--- config.mk ---
export PLATFORM = sky130hd
export DESIGN_NAME = fetch_top
export DESIGN_NICKNAME = d
export VERILOG_FILES = /design/src/core_ctrl_pkg.sv /design/src/rv_isa_pkg.sv /design/src/fetch_fifo.sv /design/src/prefetch_buffer.sv /design/src/compressed_decoder.sv /design/src/if_stage.sv /design/src/fetch_top.sv
export SDC_FILE = /design/constraint.sdc
export NUM_CORES = 1
export LEC_CHECK = 0
export ABC_AREA = 0
export BUFFER_PORTS_ARGS = -buffer_cell sky130_fd_sc_hd__buf_2
export CAP_MARGIN = 15
export CORE_UTILIZATION = 35
export DETAILED_ROUTE_END_ITERATION = 10
export PLACE_DENSITY = 0.64
export SYNTH_ARGS = -nofsm -noshare
export SYNTH_HDL_FRONTEND = slang
export SYNTH_SLANG_ARGS = --single-unit
--- constraint.sdc ---
create_clock -name clk -period 5.25 [get_ports clk]
set_input_delay 0.7875 -clock clk [delete_from_list [all_inputs] [get_ports clk]]
set_output_delay 0.7875 -clock clk [all_outputs]
set_load 0.02 [all_outputs]
--- src/core_ctrl_pkg.sv ---
`default_nettype none

package core_ctrl_pkg;

  ////////////////////////////////////////
  // next-pc sources and exception targets
  ////////////////////////////////////////

  typedef enum logic [2:0] {
    PC_BOOT      = 3'd0,
    PC_JUMP      = 3'd1,
    PC_BRANCH    = 3'd2,
    PC_EXCEPTION = 3'd3,
    PC_ERET      = 3'd4
  } pc_sel_e;

  typedef enum logic [1:0] {
    EXC_ILLINSN = 2'd0,
    EXC_ECALL   = 2'd1,
    EXC_LSUERR  = 2'd2,
    EXC_IRQ     = 2'd3
  } exc_sel_e;

  // low byte of each vector, placed under boot_addr[31:8]
  localparam logic [7:0] EXC_OFF_RST     = 8'h80;
  localparam logic [7:0] EXC_OFF_ILLINSN = 8'h84;
  localparam logic [7:0] EXC_OFF_ECALL   = 8'h88;
  localparam logic [7:0] EXC_OFF_LSUERR  = 8'h8C;

  ////////////////////////////////////////
  // structs crossing module boundaries
  ////////////////////////////////////////

  // control from the later pipeline stages
  typedef struct packed {
    logic        pc_set;
    pc_sel_e     pc_sel;
    exc_sel_e    exc_sel;
    logic [4:0]  irq_vec;
    logic [31:0] jump_target_id;
    logic [31:0] branch_target_ex;
    logic [31:0] epc;
  } pc_ctrl_t;

  typedef struct packed {
    logic        req;
    logic [31:0] addr;
  } imem_req_t;

  typedef struct packed {
    logic        gnt;
    logic        rvalid;
    logic [31:0] rdata;
  } imem_rsp_t;

  // contents of the IF/ID register
  typedef struct packed {
    logic [31:0] instr;
    logic [31:0] pc;
    logic        is_compressed;
    logic        illegal_c;
  } if_id_t;

  // one fetched word and its word address
  typedef struct packed {
    logic [31:0] data;
    logic [31:0] addr;
  } fetch_word_t;

endpackage

`default_nettype wire

--- src/rv_isa_pkg.sv ---
`default_nettype none

package rv_isa_pkg;

  // major opcodes of the expanded forms
  localparam logic [6:0] OPC_OP     = 7'b0110011;
  localparam logic [6:0] OPC_OP_IMM = 7'b0010011;
  localparam logic [6:0] OPC_LOAD   = 7'b0000011;
  localparam logic [6:0] OPC_JALR   = 7'b1100111;

  // 32-bit funct fields
  localparam logic [2:0] FUNCT3_LW   = 3'b010;
  localparam logic [2:0] FUNCT3_ADD  = 3'b000;
  localparam logic [2:0] FUNCT3_JALR = 3'b000;
  localparam logic [6:0] FUNCT7_ADD  = 7'b0000000;

  ////////////////////////////////////////
  // rvc quadrants and funct3 codes
  ////////////////////////////////////////

  localparam logic [1:0] RVC_Q0 = 2'b00;
  localparam logic [1:0] RVC_Q1 = 2'b01;
  localparam logic [1:0] RVC_Q2 = 2'b10;

  localparam logic [2:0] CF3_LW     = 3'b010;
  localparam logic [2:0] CF3_ADDI   = 3'b000;
  localparam logic [2:0] CF3_LI     = 3'b010;
  localparam logic [2:0] CF3_MV_ADD = 3'b100;

  // 3-bit compressed registers map onto x8..x15
  localparam logic [4:0] REG_X0      = 5'd0;
  localparam logic [4:0] REG_X8_BASE = 5'd8;

endpackage

`default_nettype wire

--- src/fetch_fifo.sv ---
`timescale 1ns/1ns
`default_nettype none

module fetch_fifo (
  input  wire logic                        clk,
  input  wire logic                        rst_n,
  input  wire logic                        flush_i,
  input  wire logic                        push_i,
  input  wire core_ctrl_pkg::fetch_word_t  push_word_i,
  input  wire logic                        pop_i,
  output core_ctrl_pkg::fetch_word_t       head_o,
  output logic                             head_valid_o,
  output core_ctrl_pkg::fetch_word_t       second_o,
  output logic                             second_valid_o,
  output logic [1:0]                       count_o
);

  // entry 0 is always the head, entry 1 the word behind it
  core_ctrl_pkg::fetch_word_t entry_q [2];
  logic [1:0]                 cnt_q;
  logic                       wr_idx;

  // slot the pushed word lands in, after any pop has shifted
  assign wr_idx = pop_i ? (cnt_q == 2'd2) : (cnt_q != 2'd0);

  always_ff @(posedge clk) begin
    if (pop_i) begin
      entry_q[0] <= entry_q[1];
    end
    if (push_i) begin
      entry_q[wr_idx] <= push_word_i;
    end
  end

  always_ff @(posedge clk, negedge rst_n) begin
    if (!rst_n) begin
      cnt_q <= 2'd0;
    end else if (flush_i) begin
      // a flush drops everything, the same-cycle push included
      cnt_q <= 2'd0;
    end else begin
      cnt_q <= cnt_q + {1'b0, push_i} - {1'b0, pop_i};
    end
  end

  // both entries visible for unaligned joins
  assign head_o         = entry_q[0];
  assign second_o       = entry_q[1];
  assign head_valid_o   = (cnt_q != 2'd0);
  assign second_valid_o = (cnt_q == 2'd2);
  assign count_o        = cnt_q;

endmodule

`default_nettype wire

--- src/prefetch_buffer.sv ---
`timescale 1ns/1ns
`default_nettype none

module prefetch_buffer (
  input  wire logic                       clk,
  input  wire logic                       rst_n,
  input  wire logic                       fetch_en_i,
  input  wire logic                       branch_i,
  input  wire logic [31:0]                branch_addr_i,
  input  wire logic                       pop_i,
  output core_ctrl_pkg::fetch_word_t      word_o,
  output logic                            valid_o,
  output core_ctrl_pkg::fetch_word_t      next_word_o,
  output logic                            next_valid_o,
  output core_ctrl_pkg::imem_req_t        imem_req_o,
  input  wire core_ctrl_pkg::imem_rsp_t   imem_rsp_i,
  output logic                            busy_o
);

  logic [1:0]  fifo_cnt, fifo_cnt_n;
  logic [1:0]  out_cnt_q, out_cnt_n;
  logic [1:0]  discard_q, discard_n;
  logic        req_q, req_stale_q;
  logic [31:0] req_addr_q, fetch_addr_q, resp_addr_q, base_addr;
  logic        accepted, hold, drop, push, room, issue;
  core_ctrl_pkg::fetch_word_t push_word;

  ////////////////////////////////////////
  // request side
  ////////////////////////////////////////

  assign accepted = req_q & imem_rsp_i.gnt;
  // ungranted request, address must stay put
  assign hold     = req_q & ~imem_rsp_i.gnt;

  // stale responses die on a branch or while discards remain
  assign drop = imem_rsp_i.rvalid & (branch_i | (discard_q != 2'd0));
  assign push = imem_rsp_i.rvalid & ~drop;

  assign out_cnt_n  = out_cnt_q + {1'b0, accepted} - {1'b0, imem_rsp_i.rvalid};
  assign fifo_cnt_n = branch_i ? 2'd0 : fifo_cnt + {1'b0, push} - {1'b0, pop_i};

  // fifo words plus requests in flight never pass two
  assign room  = ({1'b0, fifo_cnt_n} + {1'b0, out_cnt_n}) < 3'd2;
  assign issue = ~hold & fetch_en_i & room;

  assign base_addr = branch_i ? branch_addr_i : fetch_addr_q;

  always_comb begin
    if (branch_i) begin
      // everything still in flight belongs to the old path
      discard_n = out_cnt_n;
    end else begin
      discard_n = discard_q - {1'b0, drop} + {1'b0, accepted & req_stale_q};
    end
  end

  always_ff @(posedge clk, negedge rst_n) begin
    if (!rst_n) begin
      req_q       <= 1'b0;
      req_stale_q <= 1'b0;
      out_cnt_q   <= 2'd0;
      discard_q   <= 2'd0;
    end else begin
      out_cnt_q <= out_cnt_n;
      discard_q <= discard_n;
      if (hold) begin
        // held request now points at the old path
        if (branch_i) begin
          req_stale_q <= 1'b1;
        end
      end else begin
        req_q       <= issue;
        req_stale_q <= 1'b0;
      end
    end
  end

  // address registers
  always_ff @(posedge clk) begin
    if (!hold) begin
      req_addr_q <= base_addr;
    end
    if (branch_i || issue) begin
      fetch_addr_q <= issue ? base_addr + 32'd4 : base_addr;
    end
    // address of the next response kept
    if (branch_i) begin
      resp_addr_q <= branch_addr_i;
    end else if (push) begin
      resp_addr_q <= resp_addr_q + 32'd4;
    end
  end

  assign imem_req_o.req  = req_q;
  assign imem_req_o.addr = req_addr_q;

  assign push_word.data = imem_rsp_i.rdata;
  assign push_word.addr = resp_addr_q;

  fetch_fifo u_fetch_fifo (
    .clk            (clk),
    .rst_n          (rst_n),
    .flush_i        (branch_i),
    .push_i         (push),
    .push_word_i    (push_word),
    .pop_i          (pop_i),
    .head_o         (word_o),
    .head_valid_o   (valid_o),
    .second_o       (next_word_o),
    .second_valid_o (next_valid_o),
    .count_o        (fifo_cnt)
  );

  assign busy_o = req_q | (out_cnt_q != 2'd0);

endmodule

`default_nettype wire

--- src/compressed_decoder.sv ---
`timescale 1ns/1ns
`default_nettype none

module compressed_decoder (
  input  wire logic [31:0] instr_i,
  output logic [31:0]      instr_o,
  output logic             is_compressed_o,
  output logic             illegal_o
);

  logic [2:0]  cf3;
  logic [4:0]  rd, rs2, rd_p, rs1_p;
  logic [11:0] imm_ci, uimm_lw;

  // instruction fields of the 16-bit forms
  assign cf3   = instr_i[15:13];
  assign rd    = instr_i[11:7];
  assign rs2   = instr_i[6:2];
  assign rd_p  = rv_isa_pkg::REG_X8_BASE | {2'b00, instr_i[4:2]};
  assign rs1_p = rv_isa_pkg::REG_X8_BASE | {2'b00, instr_i[9:7]};

  // sign-extended 6-bit immediate of c.addi and c.li
  assign imm_ci  = {{6{instr_i[12]}}, instr_i[12], instr_i[6:2]};
  // word-scaled offset of c.lw
  assign uimm_lw = {5'b0, instr_i[5], instr_i[12:10], instr_i[6], 2'b00};

  assign is_compressed_o = (instr_i[1:0] != 2'b11);

  always_comb begin
    // unknown encodings go through untouched, flagged
    instr_o   = instr_i;
    illegal_o = is_compressed_o;

    case (instr_i[1:0])
      rv_isa_pkg::RVC_Q0: begin
        // c.lw
        if (cf3 == rv_isa_pkg::CF3_LW) begin
          instr_o   = {uimm_lw, rs1_p, rv_isa_pkg::FUNCT3_LW, rd_p, rv_isa_pkg::OPC_LOAD};
          illegal_o = 1'b0;
        end
      end

      rv_isa_pkg::RVC_Q1: begin
        if (cf3 == rv_isa_pkg::CF3_ADDI) begin
          // c.addi, rd = rd + imm
          instr_o   = {imm_ci, rd, rv_isa_pkg::FUNCT3_ADD, rd, rv_isa_pkg::OPC_OP_IMM};
          illegal_o = 1'b0;
        end else if (cf3 == rv_isa_pkg::CF3_LI) begin
          // c.li, rd = x0 + imm
          instr_o   = {imm_ci, rv_isa_pkg::REG_X0, rv_isa_pkg::FUNCT3_ADD, rd,
                       rv_isa_pkg::OPC_OP_IMM};
          illegal_o = 1'b0;
        end
      end

      rv_isa_pkg::RVC_Q2: begin
        if (cf3 == rv_isa_pkg::CF3_MV_ADD) begin
          if (rs2 != rv_isa_pkg::REG_X0) begin
            // bit 12 picks c.add over c.mv
            instr_o   = {rv_isa_pkg::FUNCT7_ADD, rs2,
                         instr_i[12] ? rd : rv_isa_pkg::REG_X0,
                         rv_isa_pkg::FUNCT3_ADD, rd, rv_isa_pkg::OPC_OP};
            illegal_o = 1'b0;
          end else if (!instr_i[12] && rd != rv_isa_pkg::REG_X0) begin
            // c.jr, jalr x0, 0(rs1)
            instr_o   = {12'b0, rd, rv_isa_pkg::FUNCT3_JALR, rv_isa_pkg::REG_X0,
                         rv_isa_pkg::OPC_JALR};
            illegal_o = 1'b0;
          end
        end
      end

      default: begin
        // full 32-bit word, nothing to expand
        instr_o = instr_i;
      end
    endcase
  end

endmodule

`default_nettype wire

--- src/if_stage.sv ---
`timescale 1ns/1ns
`default_nettype none

module if_stage (
  input  wire logic                      clk,
  input  wire logic                      rst_n,
  input  wire logic [31:0]               boot_addr_i,
  input  wire logic                      fetch_en_i,
  input  wire core_ctrl_pkg::pc_ctrl_t   pc_ctrl_i,
  output core_ctrl_pkg::imem_req_t       imem_req_o,
  input  wire core_ctrl_pkg::imem_rsp_t  imem_rsp_i,
  input  wire logic                      halt_i,
  input  wire logic                      id_ready_i,
  input  wire logic                      clear_id_execute_i,
  output logic                           if_valid_o,
  output logic                           if_ready_o,
  output core_ctrl_pkg::if_id_t          if_id_o,
  output logic                           id_execute_o,
  output logic                           branch_done_o,
  output logic                           if_busy_o
);

  typedef enum logic [1:0] {IDLE, WAIT_ALIGNED, WAIT_UNALIGNED} offset_state_e;

  offset_state_e              state_q, state_n;
  core_ctrl_pkg::fetch_word_t head_word, next_word;
  logic                       head_valid, next_valid, fetch_pop;
  logic                       branch_req, branch_pend_q, pc_set_ok;
  logic                       valid, unaligned;
  logic [1:0]                 is_compressed;
  logic [31:0]                boot_pc, exc_pc, pc_target, branch_target;
  logic [31:0]                instr_raw, instr_exp, pc_if;
  logic                       instr_c, instr_ill;

  ////////////////////////////////////////
  // next-pc selection
  ////////////////////////////////////////

  assign boot_pc = {boot_addr_i[31:8], core_ctrl_pkg::EXC_OFF_RST};

  always_comb begin
    unique case (pc_ctrl_i.exc_sel)
      core_ctrl_pkg::EXC_ILLINSN: exc_pc = {boot_addr_i[31:8], core_ctrl_pkg::EXC_OFF_ILLINSN};
      core_ctrl_pkg::EXC_ECALL:   exc_pc = {boot_addr_i[31:8], core_ctrl_pkg::EXC_OFF_ECALL};
      core_ctrl_pkg::EXC_LSUERR:  exc_pc = {boot_addr_i[31:8], core_ctrl_pkg::EXC_OFF_LSUERR};
      // vectored interrupt, one word per line
      default: exc_pc = {boot_addr_i[31:8], 1'b0, pc_ctrl_i.irq_vec, 2'b00};
    endcase
  end

  always_comb begin
    case (pc_ctrl_i.pc_sel)
      core_ctrl_pkg::PC_JUMP:      pc_target = {pc_ctrl_i.jump_target_id[31:1], 1'b0};
      core_ctrl_pkg::PC_BRANCH:    pc_target = {pc_ctrl_i.branch_target_ex[31:1], 1'b0};
      core_ctrl_pkg::PC_EXCEPTION: pc_target = exc_pc;
      core_ctrl_pkg::PC_ERET:      pc_target = pc_ctrl_i.epc;
      default:                     pc_target = boot_pc;
    endcase
  end

  // one branch request per pc_set until an instruction issues
  assign pc_set_ok     = pc_ctrl_i.pc_set & ~branch_pend_q;
  assign branch_target = pc_set_ok ? pc_target : boot_pc;

  prefetch_buffer u_prefetch_buffer (
    .clk           (clk),
    .rst_n         (rst_n),
    .fetch_en_i    (fetch_en_i),
    .branch_i      (branch_req),
    .branch_addr_i ({branch_target[31:2], 2'b00}),
    .pop_i         (fetch_pop),
    .word_o        (head_word),
    .valid_o       (head_valid),
    .next_word_o   (next_word),
    .next_valid_o  (next_valid),
    .imem_req_o    (imem_req_o),
    .imem_rsp_i    (imem_rsp_i),
    .busy_o        (if_busy_o)
  );

  ////////////////////////////////////////
  // offset FSM
  ////////////////////////////////////////

  // compressed check on lower and upper half
  assign is_compressed[0] = (head_word.data[1:0] != 2'b11);
  assign is_compressed[1] = (head_word.data[17:16] != 2'b11);

  assign unaligned = (state_q == WAIT_UNALIGNED);

  always_comb begin
    case (state_q)
      WAIT_ALIGNED:   valid = head_valid;
      // upper 32-bit instruction also needs the next word
      WAIT_UNALIGNED: valid = head_valid & (is_compressed[1] | next_valid);
      default:        valid = 1'b0;
    endcase
    // redirect kills whatever sits here now
    if (pc_set_ok) begin
      valid = 1'b0;
    end
  end

  assign if_ready_o = valid & id_ready_i;
  assign if_valid_o = if_ready_o & ~halt_i;

  always_comb begin
    state_n    = state_q;
    fetch_pop  = 1'b0;
    branch_req = 1'b0;
    case (state_q)
      IDLE: begin
        // first fetch goes to the reset vector
        if (fetch_en_i) begin
          branch_req = 1'b1;
          state_n    = WAIT_ALIGNED;
        end
      end
      WAIT_ALIGNED: begin
        if (if_valid_o) begin
          if (is_compressed[0]) begin
            state_n = WAIT_UNALIGNED;
          end else begin
            fetch_pop = 1'b1;
          end
        end
      end
      WAIT_UNALIGNED: begin
        // either way the head word is used up
        if (if_valid_o) begin
          fetch_pop = 1'b1;
          if (is_compressed[1]) begin
            state_n = WAIT_ALIGNED;
          end
        end
      end
      default: state_n = IDLE;
    endcase
    if (pc_set_ok) begin
      branch_req = 1'b1;
      state_n    = pc_target[1] ? WAIT_UNALIGNED : WAIT_ALIGNED;
    end
  end

  ////////////////////////////////////////
  // expansion and IF/ID register
  ////////////////////////////////////////

  // upper half joined with the next word's lower half
  assign instr_raw = unaligned ? {next_word.data[15:0], head_word.data[31:16]}
                               : head_word.data;
  assign pc_if     = {head_word.addr[31:2], unaligned, 1'b0};

  compressed_decoder u_compressed_decoder (
    .instr_i         (instr_raw),
    .instr_o         (instr_exp),
    .is_compressed_o (instr_c),
    .illegal_o       (instr_ill)
  );

  always_ff @(posedge clk, negedge rst_n) begin
    if (!rst_n) begin
      state_q       <= IDLE;
      branch_pend_q <= 1'b0;
      id_execute_o  <= 1'b0;
    end else begin
      state_q <= state_n;
      // pending until the new path issues
      if (if_valid_o) begin
        branch_pend_q <= 1'b0;
      end else if (branch_req) begin
        branch_pend_q <= 1'b1;
      end
      if (if_valid_o) begin
        id_execute_o <= 1'b1;
      end else if (clear_id_execute_i) begin
        id_execute_o <= 1'b0;
      end
    end
  end

  always_ff @(posedge clk) begin
    if (if_valid_o) begin
      if_id_o <= '{instr: instr_exp, pc: pc_if, is_compressed: instr_c, illegal_c: instr_ill};
    end
  end

  assign branch_done_o = branch_pend_q;

endmodule

`default_nettype wire

--- src/fetch_top.sv ---
`timescale 1ns/1ns
`default_nettype none

module fetch_top (
  input  wire logic                      clk,
  input  wire logic                      rst_n,
  input  wire logic [31:0]               boot_addr_i,
  input  wire logic                      fetch_en_i,
  input  wire core_ctrl_pkg::pc_ctrl_t   pc_ctrl_i,
  output core_ctrl_pkg::imem_req_t       imem_req_o,
  input  wire core_ctrl_pkg::imem_rsp_t  imem_rsp_i,
  input  wire logic                      halt_i,
  input  wire logic                      id_ready_i,
  input  wire logic                      clear_id_execute_i,
  output logic                           if_valid_o,
  output logic                           if_ready_o,
  output core_ctrl_pkg::if_id_t          if_id_o,
  output logic                           id_execute_o,
  output logic                           branch_done_o,
  output logic                           if_busy_o
);

  // boundary seen by the testbench, all logic lives in the stage
  if_stage u_if_stage (
    .clk                (clk),
    .rst_n              (rst_n),
    .boot_addr_i        (boot_addr_i),
    .fetch_en_i         (fetch_en_i),
    .pc_ctrl_i          (pc_ctrl_i),
    .imem_req_o         (imem_req_o),
    .imem_rsp_i         (imem_rsp_i),
    .halt_i             (halt_i),
    .id_ready_i         (id_ready_i),
    .clear_id_execute_i (clear_id_execute_i),
    .if_valid_o         (if_valid_o),
    .if_ready_o         (if_ready_o),
    .if_id_o            (if_id_o),
    .id_execute_o       (id_execute_o),
    .branch_done_o      (branch_done_o),
    .if_busy_o          (if_busy_o)
  );

endmodule

`default_nettype wire

# Yosys cells after proc, flatten, opt, wreduce, memory -nomap -nowiden
# Memories as Yosys holds them, arrays and structs flattened.
# Index checks and enable logic that the tools add are counted.
# classes
n_shift	0
n_mul	0
n_mux	51
bitwise_logic	19
add_sub_neg	9
magnitude_cmp	1
div	0
eq_ne	22
n_reduce_logical	16
# op_table
operator	n
32-bit two-way mux	12
32-bit one-hot mux with 4 select lines	1
32-bit one-hot mux with 3 select lines	1
32-bit by 3-bit adder with 32-bit output, second input constant	2
8-bit one-hot mux with 3 select lines	1
1-bit two-way mux	22
2-bit two-way mux	9
3-bit by 2-bit inequality test with 1-bit output, second input constant	4
2-bit nonzero test	6
1-bit AND	11
5-bit nonzero test	2
3-bit by 2-bit equality test with 1-bit output, second input constant	3
2-bit equality test, second input constant	4
2-bit inequality test, second input constant	4
2-bit by 1-bit adder with 2-bit output	3
2-bit by 1-bit equality test with 1-bit output, second input constant	3
3-bit equality test, second input constant	2
2-bit zero test	3
2-bit one-hot mux with 3 select lines	1
2-bit by 1-bit subtractor with 2-bit output	3
5-bit two-way mux	1
1-bit NOT	5
5-bit AND reduction	1
1-bit one-hot mux with 2 select lines	2
other kinds (10)	12
# totals
rom_bits	0
mem_bits_rw	128
out_inout_bits	104
inputBits	179
n_memories	1
reg_bits	173
latch_bits	0
wordCells	135
# mem_list
memory	depth	width	rd	rd_clocked_by_memory_dff	wr	line_no	text
u_if_stage.u_prefetch_buffer.u_fetch_fifo.entry_q	2	64	2	0	2	fetch_fifo.sv:19	core_ctrl_pkg::fetch_word_t entry_q [2];

# Logic depth before layout (Yosys ltp)
# Gate-level depths: netlist of run 1.
# An unclocked memory read counts as a cell.
# depth
ltp_word	16
depth_mapped	23

# Cells and area by module
# From an unflattened synthesis of run 1, not the netlist that was laid out.
# hier_totals
cells_unflattened	1131
hier_area_um2	14925.6
# by_module_without_submodules
mod	area_per_inst_um2	seq_area_each_um2	n_inst	cells_per_inst
prefetch_buffer	5460.2	3032.9	1	489
fetch_fifo	4827.1	3893.7	1	215
if_stage	3827.4	2052.0	1	303
compressed_decoder	810.8	0.0	1	124

# Least setup slack after synthesis of run 1
# Ideal clock, no wire load.
# synth_path
path_type	input to register
start	input pc_ctrl_i[106] (netlist bit)
end	memory u_if_stage.u_prefetch_buffer.u_fetch_fifo.entry_q[0][10] (netlist bit), enable pin
arrival_time_ns	5.585
setup_time_ns	0.504
setup_slack_ns	-0.839
stages	9
n_path_buf	2
path_cell_list	nand2b_1 clkbuf_1 buf_1 nand3_1 nor3_1 nand2b_1 nor2_1 a21oi_1 o22ai_1
# synth_rtl
item	line_no	text
start, declared	fetch_top.sv:9	input wire core_ctrl_pkg::pc_ctrl_t pc_ctrl_i,
end, declared	fetch_fifo.sv:19	

# Worst setup path in the final report of run 1
# layout_path
start	register u_if_stage.state_q[1]
end	register u_if_stage.u_prefetch_buffer.fetch_addr_q[27] (data pin)
# layout_via
elab_chain_cells	14
word_cells_on_any_way	25
# layout_lines
item	line_no	text
start, declared	if_stage.sv:25	offset_state_e state_q, state_n;
start signal, assigned	if_stage.sv:167	state_q <= state_n;
2-bit zero test	if_stage.sv:111	case (state_q)
1-bit two-way mux	if_stage.sv:111	
1-bit two-way mux	if_stage.sv:139	if (pc_set_ok) begin
1-bit OR	prefetch_buffer.sv:37	assign drop = imem_rsp_i.rvalid & (branch_i | (discard_q != 2'd0));
1-bit AND	prefetch_buffer.sv:37	
1-bit NOT	prefetch_buffer.sv:38	assign push = imem_rsp_i.rvalid & ~drop;
1-bit AND	prefetch_buffer.sv:38	
2-bit by 1-bit adder with 2-bit output	prefetch_buffer.sv:41	assign fifo_cnt_n = branch_i ? 2'd0 : fifo_cnt + {1'b0, push} - {1'b0, pop_i};
2-bit by 1-bit subtractor with 2-bit output	prefetch_buffer.sv:41	
2-bit two-way mux	prefetch_buffer.sv:41	
2-bit by 2-bit adder with 3-bit output	prefetch_buffer.sv:44	assign room = ({1'b0, fifo_cnt_n} + {1'b0, out_cnt_n}) < 3'd2;
3-bit by 2-bit < comparator with 1-bit output	prefetch_buffer.sv:44	
1-bit AND	prefetch_buffer.sv:45	assign issue = ~hold & fetch_en_i & room;
32-bit two-way mux *	prefetch_buffer.sv:85	fetch_addr_q <= issue ? base_addr + 32'd4 : base_addr;
end signal, assigned	prefetch_buffer.sv:85	
end, declared	prefetch_buffer.sv:24	logic [31:0] req_addr_q, fetch_addr_q, resp_addr_q, base_addr;
# Every way passes the cells marked *; elsewhere a longest branch is shown, timed or not.
# A chain may end at the register's enable or synchronous reset.

==> run_results.csv, run 1 <==
group,metric,value,unit
sta,tns,0,ps
worst_setup_path,crit_chain,"inv_1 > ha_1 > a21oi_1 > nor3_4 > nand2b_1 > nor2_1 > ha_1 > inv_1 > ha_1 > xnor2_1 > xnor2_1 > nand2_1 > fa_1 > nand3_1 > nor2b_2 > o221ai_1 > or4_1 > or4_4 > nor4_2 > xor2_1",
worst_setup_path,crit_arrival,5050,ps
worst_setup_path,end_kind,"register",
sta,drv_slew,0,
worst_setup_path,required,5550,ps
floorplanning,rows,73,
routing,final_antenna_net_count,0,
routing,drc,0,
sta,layout_worst_path_cycle_share,90.5,%
clocking,cts.sinks,295,
cells_and_area,final_cell_mix,"edfxtp_1, buf_2, mux2_2",
synth,syn_area_per_cell,13.2,µm²
placed_design,dp_hpwl,27.4,mm
global_route,grt-busiest-layer,"met2",
synth,synthArstFlopShare,4.07,%
floorplanning,die_h,203,µm
routing,dr.pass1.iters,5,
sta,setup_viol,0,
worst_setup_path,path_max_fanout,6,
placed_design,dp_worst_setup_slack,19.3,ps
global_route,grt_pass1_wl,56.9,mm
worst_setup_path,crit_cells,20,
synth,yosysWarnings,0,
global_route,antenna_found_initial,3,
routing,wl_per_cell,19.6,µm
cells_and_area,nets,1546,
clocking,clockBufferDepth,3,
worst_setup_path,crit_family,"simple AND/OR/NAND/NOR gates",
synth,synth_top_area_share,60.2,%
cells_and_area,multiInputGateArea,4980,µm²
placed_design,gp_congestion,0.888,
synth,syn_inst,1067,
routing,wirelength,37.2,mm
sta,tightest_slew,1000,ps
clocking,clkSlewWorstSetupHoldPaths,60,ps
synth,synth_area,14100,µm²
synth,synth_ff_type,"edfxtp_1",
synth,synthTopCellsByArea,"edfxtp_1, mux2_2, nor4bb_1",
cells_and_area,fin_util,43.3,%
cells_and_area,fillCellCount,3700,
run_status,outcome,"finished, final reports clean",
synth,synth_nets,1261,
clocking,h-tree-depth,1,
cells_and_area,area_delta_synth_final,21.7,%
worst_setup_path,cp_slowest_cell,"fa_1",
sta,rsz0062_at_grt,"false",
clocking,clockRootBuffer,"clkbuf_16",
floorplanning,start_util,35.5,%
global_route,met1_usage,23.8,%
worst_setup_path,cp_num_buf_inv,2,
routing,via_per_inst,5.21,
floorplanning,die_area,41200,µm²
cells_and_area,layout_commonest_cell,"edfxtp_1",
sta,setup_slack,499,ps
global_route,gr-usage-all-layers,17.9,%
sta,finalHoldViolations,0,
worst_setup_path,cpPeakStageDelay,550,ps
synth,ys_seq_area_share,62.3,%
floorplanning,die_w,203,µm
global_route,overflow,0,
placed_design,io_buffers,270,
cells_and_area,regArea,8800,µm²
power,power_density,553,nW/µm²
worst_hold_path,hold_path.class,"in2async",
job,max-cap-violations,0,
clocking,worstSkewPairLatency,560,ps
sta,max_slew_margin,33.1,%
worst_setup_path,ff2ff_path_depth,20,
synth,synth_edf_count,283,
routing,num_vias,9900,
placed_design,placed_area,16200,µm²
worst_setup_path,worstSetupEndpoint,"u_if_stage.u_prefetch_buffer.fetch_addr_q[27]",
synth,yosys.area.top_type,"edfxtp_1",
clocking,hold_buffers,0,
floorplanning,core,39700,µm²
routing,drt-initial-drc-count,598,
worst_setup_path,critPathLaunch,"u_if_stage.state_q[1]",
worst_setup_path,r2r_start,"u_if_stage.state_q[1]",
worst_setup_path,path_common_cell,"ha_1",
global_route,grtUsageMet2,29.3,%
worst_setup_path,r2r-end,"u_if_stage.u_prefetch_buffer.fetch_addr_q[27]",
power,peakVddDrop,0.272,mV
global_route,grt_use_met3,3.26,%
sta,finalClockSkew,8.32,ps
floorplanning,boundaryPins,283,
worst_setup_path,reg2reg_setup_slack,500,ps
power,leakage,0.00629,µW
worst_setup_path,worstSetupPathType,"reg2reg",
sta,timing.fmax,210,MHz
global_route,grt_max_degree,48,
clocking,cts_made_buffers,31,
sta,period_minus_slack,4750,ps
cells_and_area,fin_area,17200,µm²
clocking,tritoncts,"done",
power,fin_total_pwr,9500,µW
global_route,grt_pass1_vias,9693,
synth,ys_types,70,
cells_and_area,diodes,0,
cells_and_area,drive_gt1_share,32.2,%
synth,ys_ff_latch,295,
worst_setup_path,worstSetupStartpointType,"register",
-- power breakdown --
| group | leakage [µW] | switching (µW) | internal (µW) | total [µW] |
|---|---|---|---|---|
| sequential | 0.00278 | 373 | 3690 | 4060 |
| combinational | 0.00304 | 2110 | 1190 | 3300 |
| clock | 0.000481 | 881 | 1260 | 2140 |
-- routing by layer --
layer | part of all wire [%] | vias to the layer above
li1 | - | 4673
met1 | 44 | 4748
met2 | 46 | 415
met3 | 7.1 | 64
met4 | 2.8 | 0
met5 | 0 | -
-- through the flow --
step / hold slack (ps) / instances
2_1_floorplan: 400 / 1067
3_3_place_gp: 405 / 1844
3_5_place_dp: 405 / 1844
4_1_cts: 121 / 1900
5_1_grt: 145 / 1900
6_report: 144 / 1900
-- worst min-delay path by stage --
stage | to | depth (start not counted) | slack (ps)
2_1_floorplan | u_if_stage.if_id_o[10] | 0 | 400
5_1_grt | u_if_stage.branch_done_o | 1 | 150
3_5_place_dp | u_if_stage.if_id_o[10] | 0 | 400
6_report | u_if_stage.branch_done_o | 1 | 140
4_1_cts | u_if_stage.branch_done_o | 1 | 120
3_3_place_gp | u_if_stage.if_id_o[5] | 0 | 410
-- cells in the mapped netlist, types with 20 or more instances --
cell type,n
nand2_1,54
clkbuf_1,26
nor4bb_1,33
nor2_1,66
a21boi_0,23
xnor2_1,34
mux2i_1,27
edfxtp_1,283
nor3_1,20
inv_1,35
mux2_2,74
a21oi_1,48
xor2_1,28
nand3_1,23
o22ai_1,31
o21ai_0,28
-- state kept, by name, indices dropped and copies added, names as in the netlist --
signal,flops
u_if_stage.id_execute_o,1
u_if_stage.u_prefetch_buffer.out_cnt_q,2
u_if_stage.u_prefetch_buffer.discard_q,2
u_if_stage.u_prefetch_buffer.req_q,1
u_if_stage.state_q,2
u_if_stage.u_prefetch_buffer.u_fetch_fifo.count_o,2
u_if_stage.if_id_o,65
u_if_stage.u_prefetch_buffer.resp_addr_q,30
u_if_stage.u_prefetch_buffer.req_addr_q,32
u_if_stage.u_prefetch_buffer.req_stale_q,1
u_if_stage.u_prefetch_buffer.u_fetch_fifo.entry_q,124
u_if_stage.u_prefetch_buffer.fetch_addr_q,32
u_if_stage.branch_done_o,1
-- cell families (layout without fill, tap and decap cells) --
logic type / Yosys count / after routing / synth area share [%]
and+or+nand+nor: 283 / 283 / 11.2
AOI/OAI and AO/OA: 222 / 222 / 10.5
DFF: 295 / 295 / 62.3
adders and majority gates: 15 / 15 / 1.38
buffers and inverters: 88 / 396 / 2.91
other: 1 / 1 / 0.0266
xor gates and xnor gates: 62 / 62 / 3.84
muxes: 101 / 101 / 7.81
-- what timing repair did --
item                                   CTS  global route
setup endpoints to repair                0             1
gates resized for setup                  0             1
endpoints found under the hold margin    0             0
setup buffers                            0             0
-- worst register-to-register path, delay by kind of cell, from the launching register on --
family	cells	cell delay, ps
flip-flops	1	360
AO/OA/AOI/OAI	2	390
XOR/XNOR	3	440
AND/OR/NAND/NOR	9	1920
buffers and inverters	2	120
adder cells (fa/ha/maj)	4	1260
-- layout make-up --
cell class | count | area share [%]
Multi-Input combinational cell | 684 | 29.0
Inverter | 35 | 0.764
Clock inverter | 11 | 0.611
Sequential cell | 295 | 51.2
Timing Repair Buffer | 305 | 9.46
Clock buffer | 45 | 5.17
Tap cell | 525 | 3.82
Note: power is estimated with default switching activity, not from simulation.
==> inputs of run 2 (changes only) <==
- RECOVER_POWER: default -> 100
==> run 2 against run 1 <==
- the run now ends with max-capacitance violations, max-slew violations left
- combinational power fell by 3%
- critical path depth did not move
- sequential share of layout area rose by 0.83 points
- final area fell by 1.6%
- count of clock-buffer cells in the layout did not move
- utilization fell by 0.69 points
- hold slack improved by 230 ps
- power fell by 0.93%
- final cell count rose by 0.11%
- register-to-register slack got worse by 60 ps
- first-iteration DRC count fell by 4.8%
- critical path type unchanged
- largest power group unchanged
- highest routed layer unchanged
==> run_results.csv, run 2 (synthesis results as in run 1) <==
group,metric,value,unit
clocking,hold_buffers,0,
cells_and_area,largest_reg_flops,124,
floorplanning,rows,73,
global_route,grt_pass1_wl,56.9,mm
global_route,grt_max_degree,48,
worst_setup_path,end_kind,"register",
floorplanning,boundaryPins,283,
power,leakage,0.00589,µW
worst_setup_path,required,5550,ps
routing,num_vias,9871,
floorplanning,die_w,203,µm
cells_and_area,top_register,"u_if_stage.u_prefetch_buffer.u_fetch_fifo.entry_q",
power,power_density,557,nW/µm²
worst_setup_path,path_max_fanout,6,
placed_design,dp_hpwl,27.4,mm
sta,setup_viol,0,
floorplanning,die_area,41200,µm²
sta,drv_slew,175,
clocking,cts_made_buffers,31,
worst_setup_path,crit_chain,"inv_1 > ha_1 > a21oi_1 > nor3_4 > nand2b_1 > nor2_1 > ha_1 > inv_1 > ha_1 > xnor2_1 > xnor2_1 > nand2_1 > fa_1 > nand3_1 > nor2b_2 > o221ai_1 > or4_1 > or4_4 > nor4_1 > xor2_1",
cells_and_area,fillCellCount,3788,
power,peakVddDrop,0.271,mV
floorplanning,start_util,35.5,%
cells_and_area,multiInputGateArea,4930,µm²
sta,layout_worst_path_cycle_share,91.6,%
clocking,clockBufferDepth,3,
sta,finalHoldViolations,0,
global_route,antenna_found_initial,3,
worst_setup_path,worstSetupStartpointType,"register",
global_route,overflow,0,
placed_design,placed_cells,1844,
clocking,clockRootBuffer,"clkbuf_16",
cells_and_area,fin_area,16900,µm²
cells_and_area,drive_gt1_share,20.9,%
cells_and_area,reg_top3,"u_if_stage.u_prefetch_buffer.u_fetch_fifo.entry_q: 124 flops, u_if_stage.if_id_o: 65 flops",
global_route,grt_pass1_vias,9693,
routing,drc,0,
run_status,outcome,"complete, but fails checks",
cells_and_area,layout_commonest_cell,"edfxtp_1",
routing,wl_per_cell,19.6,µm
sta,rsz0062_at_grt,"false",
sta,finalClockSkew,9.43,ps
floorplanning,core,39700,µm²
placed_design,io_buffers,270,
run_status,violations,"max-capacitance violations, max-slew violations",
routing,drt-initial-drc-count,569,
sta,period_minus_slack,4810,ps
cells_and_area,final_cell_mix,"edfxtp_1, clkbuf_1, buf_2",
sta,timing.fmax,208,MHz
sta,setup_slack,442,ps
worst_setup_path,path_common_cell,"ha_1",
worst_setup_path,cpPeakStageDelay,550,ps
floorplanning,die_h,203,µm
routing,dr.pass1.iters,5,
routing,wirelength,37.2,mm
worst_hold_path,hold_path.class,"in2async",
global_route,gr-usage-all-layers,17.9,%
worst_setup_path,worstSetupPathType,"reg2reg",
cells_and_area,regArea,8800,µm²
placed_design,gp_congestion,0.888,
cells_and_area,area_delta_synth_final,19.8,%
worst_setup_path,crit_arrival,5110,ps
clocking,h-tree-depth,1,
clocking,worstSkewPairLatency,560,ps
routing,via_per_inst,5.19,
sta,tightest_slew,2850,ps
cells_and_area,final_cells,1902,
placed_design,placed_area,16200,µm²
placed_design,dp_worst_setup_slack,19.3,ps
clocking,cts.sinks,295,
sta,max_slew_margin,-89.8,%
sta,tns,0,ps
job,max-cap-violations,7,
clocking,clkSlewWorstSetupHoldPaths,60,ps
cells_and_area,nets,1546,
worst_setup_path,cp_slowest_cell,"fa_1",
clocking,tritoncts,"done",
routing,final_antenna_net_count,0,
==> run 2: cell types whose count changed in the layout (fill, tap and decap cells not counted), sizes merged <==
cell	delta
buf	-145
clkbuf	+145
diode	+2
==> run 2: metrics by stage <==
step	utilization, %	hold WS [ps]	power [µW]
global route	42.6	383	9960
global placement	40.7	405	7350
finish	42.6	375	9420
floorplan	-	400	6290
detailed placement	40.7	405	7370
CTS	43.2	121	9570
==> run 2: layout make-up <==
cell class	instances	area share, %
inverter	35	0.777
tap	525	3.88
timing repair buffer	305	8.28
antenna	2	0.0296
multi-input combinational	684	29.1
clock buffer	45	5.25
sequential	295	52.0
clock inverter	11	0.621
==> run 2: routing by layer <==
metal	up-vias	GRT usage [%]	part of all wire, %	wire (µm)
met1	4722	23.8	44	16200
li1	4674	-	-	-
met2	411	29.3	46	17200
met5	-	0	0	0
met3	64	3.26	7.3	2720
met4	0	5.83	2.8	1050
==> run 2: worst paths after layout <==
check                                      startpoint  slack, ps                                            end  cells past startpoint
worst max-delay path            u_if_stage.state_q[0]        440  u_if_stage.u_prefetch_buffer.fetch_addr_q[29]                     20
worst min-delay path                            rst_n        370                       u_if_stage.branch_done_o                      1
worst max register to register  u_if_stage.state_q[0]        440  u_if_stage.u_prefetch_buffer.fetch_addr_q[29]                     20
worst min register to register               register        420                         u_if_stage.if_id_o[31]                      0
max in group asynchronous                       rst_n       4250                        u_if_stage.id_execute_o                      1
min in group clk                             register        420                         u_if_stage.if_id_o[31]                      0
==> run 2: timing repair <==
item / CTS / global route
setup buffers: 0 / 0
endpoints found under the setup margin: 0 / 1
gates resized for setup: 0 / 1
hold endpoints to repair: 0 / 0
==> run 2: critical path: cells and delay by family, from the launching register on <==
kind | cells | cell delay, ps
compound gates | 2 | 390
xor+xnor | 3 | 440
fa+ha+maj | 4 | 1260
buf+inv | 2 | 110
flops | 1 | 380
simple gates | 9 | 1930
==> run 2: where the power goes <==
group	internal (µW)	switching [µW]
Clock	1260	881
Combinational	1110	2090
Sequential	3710	374
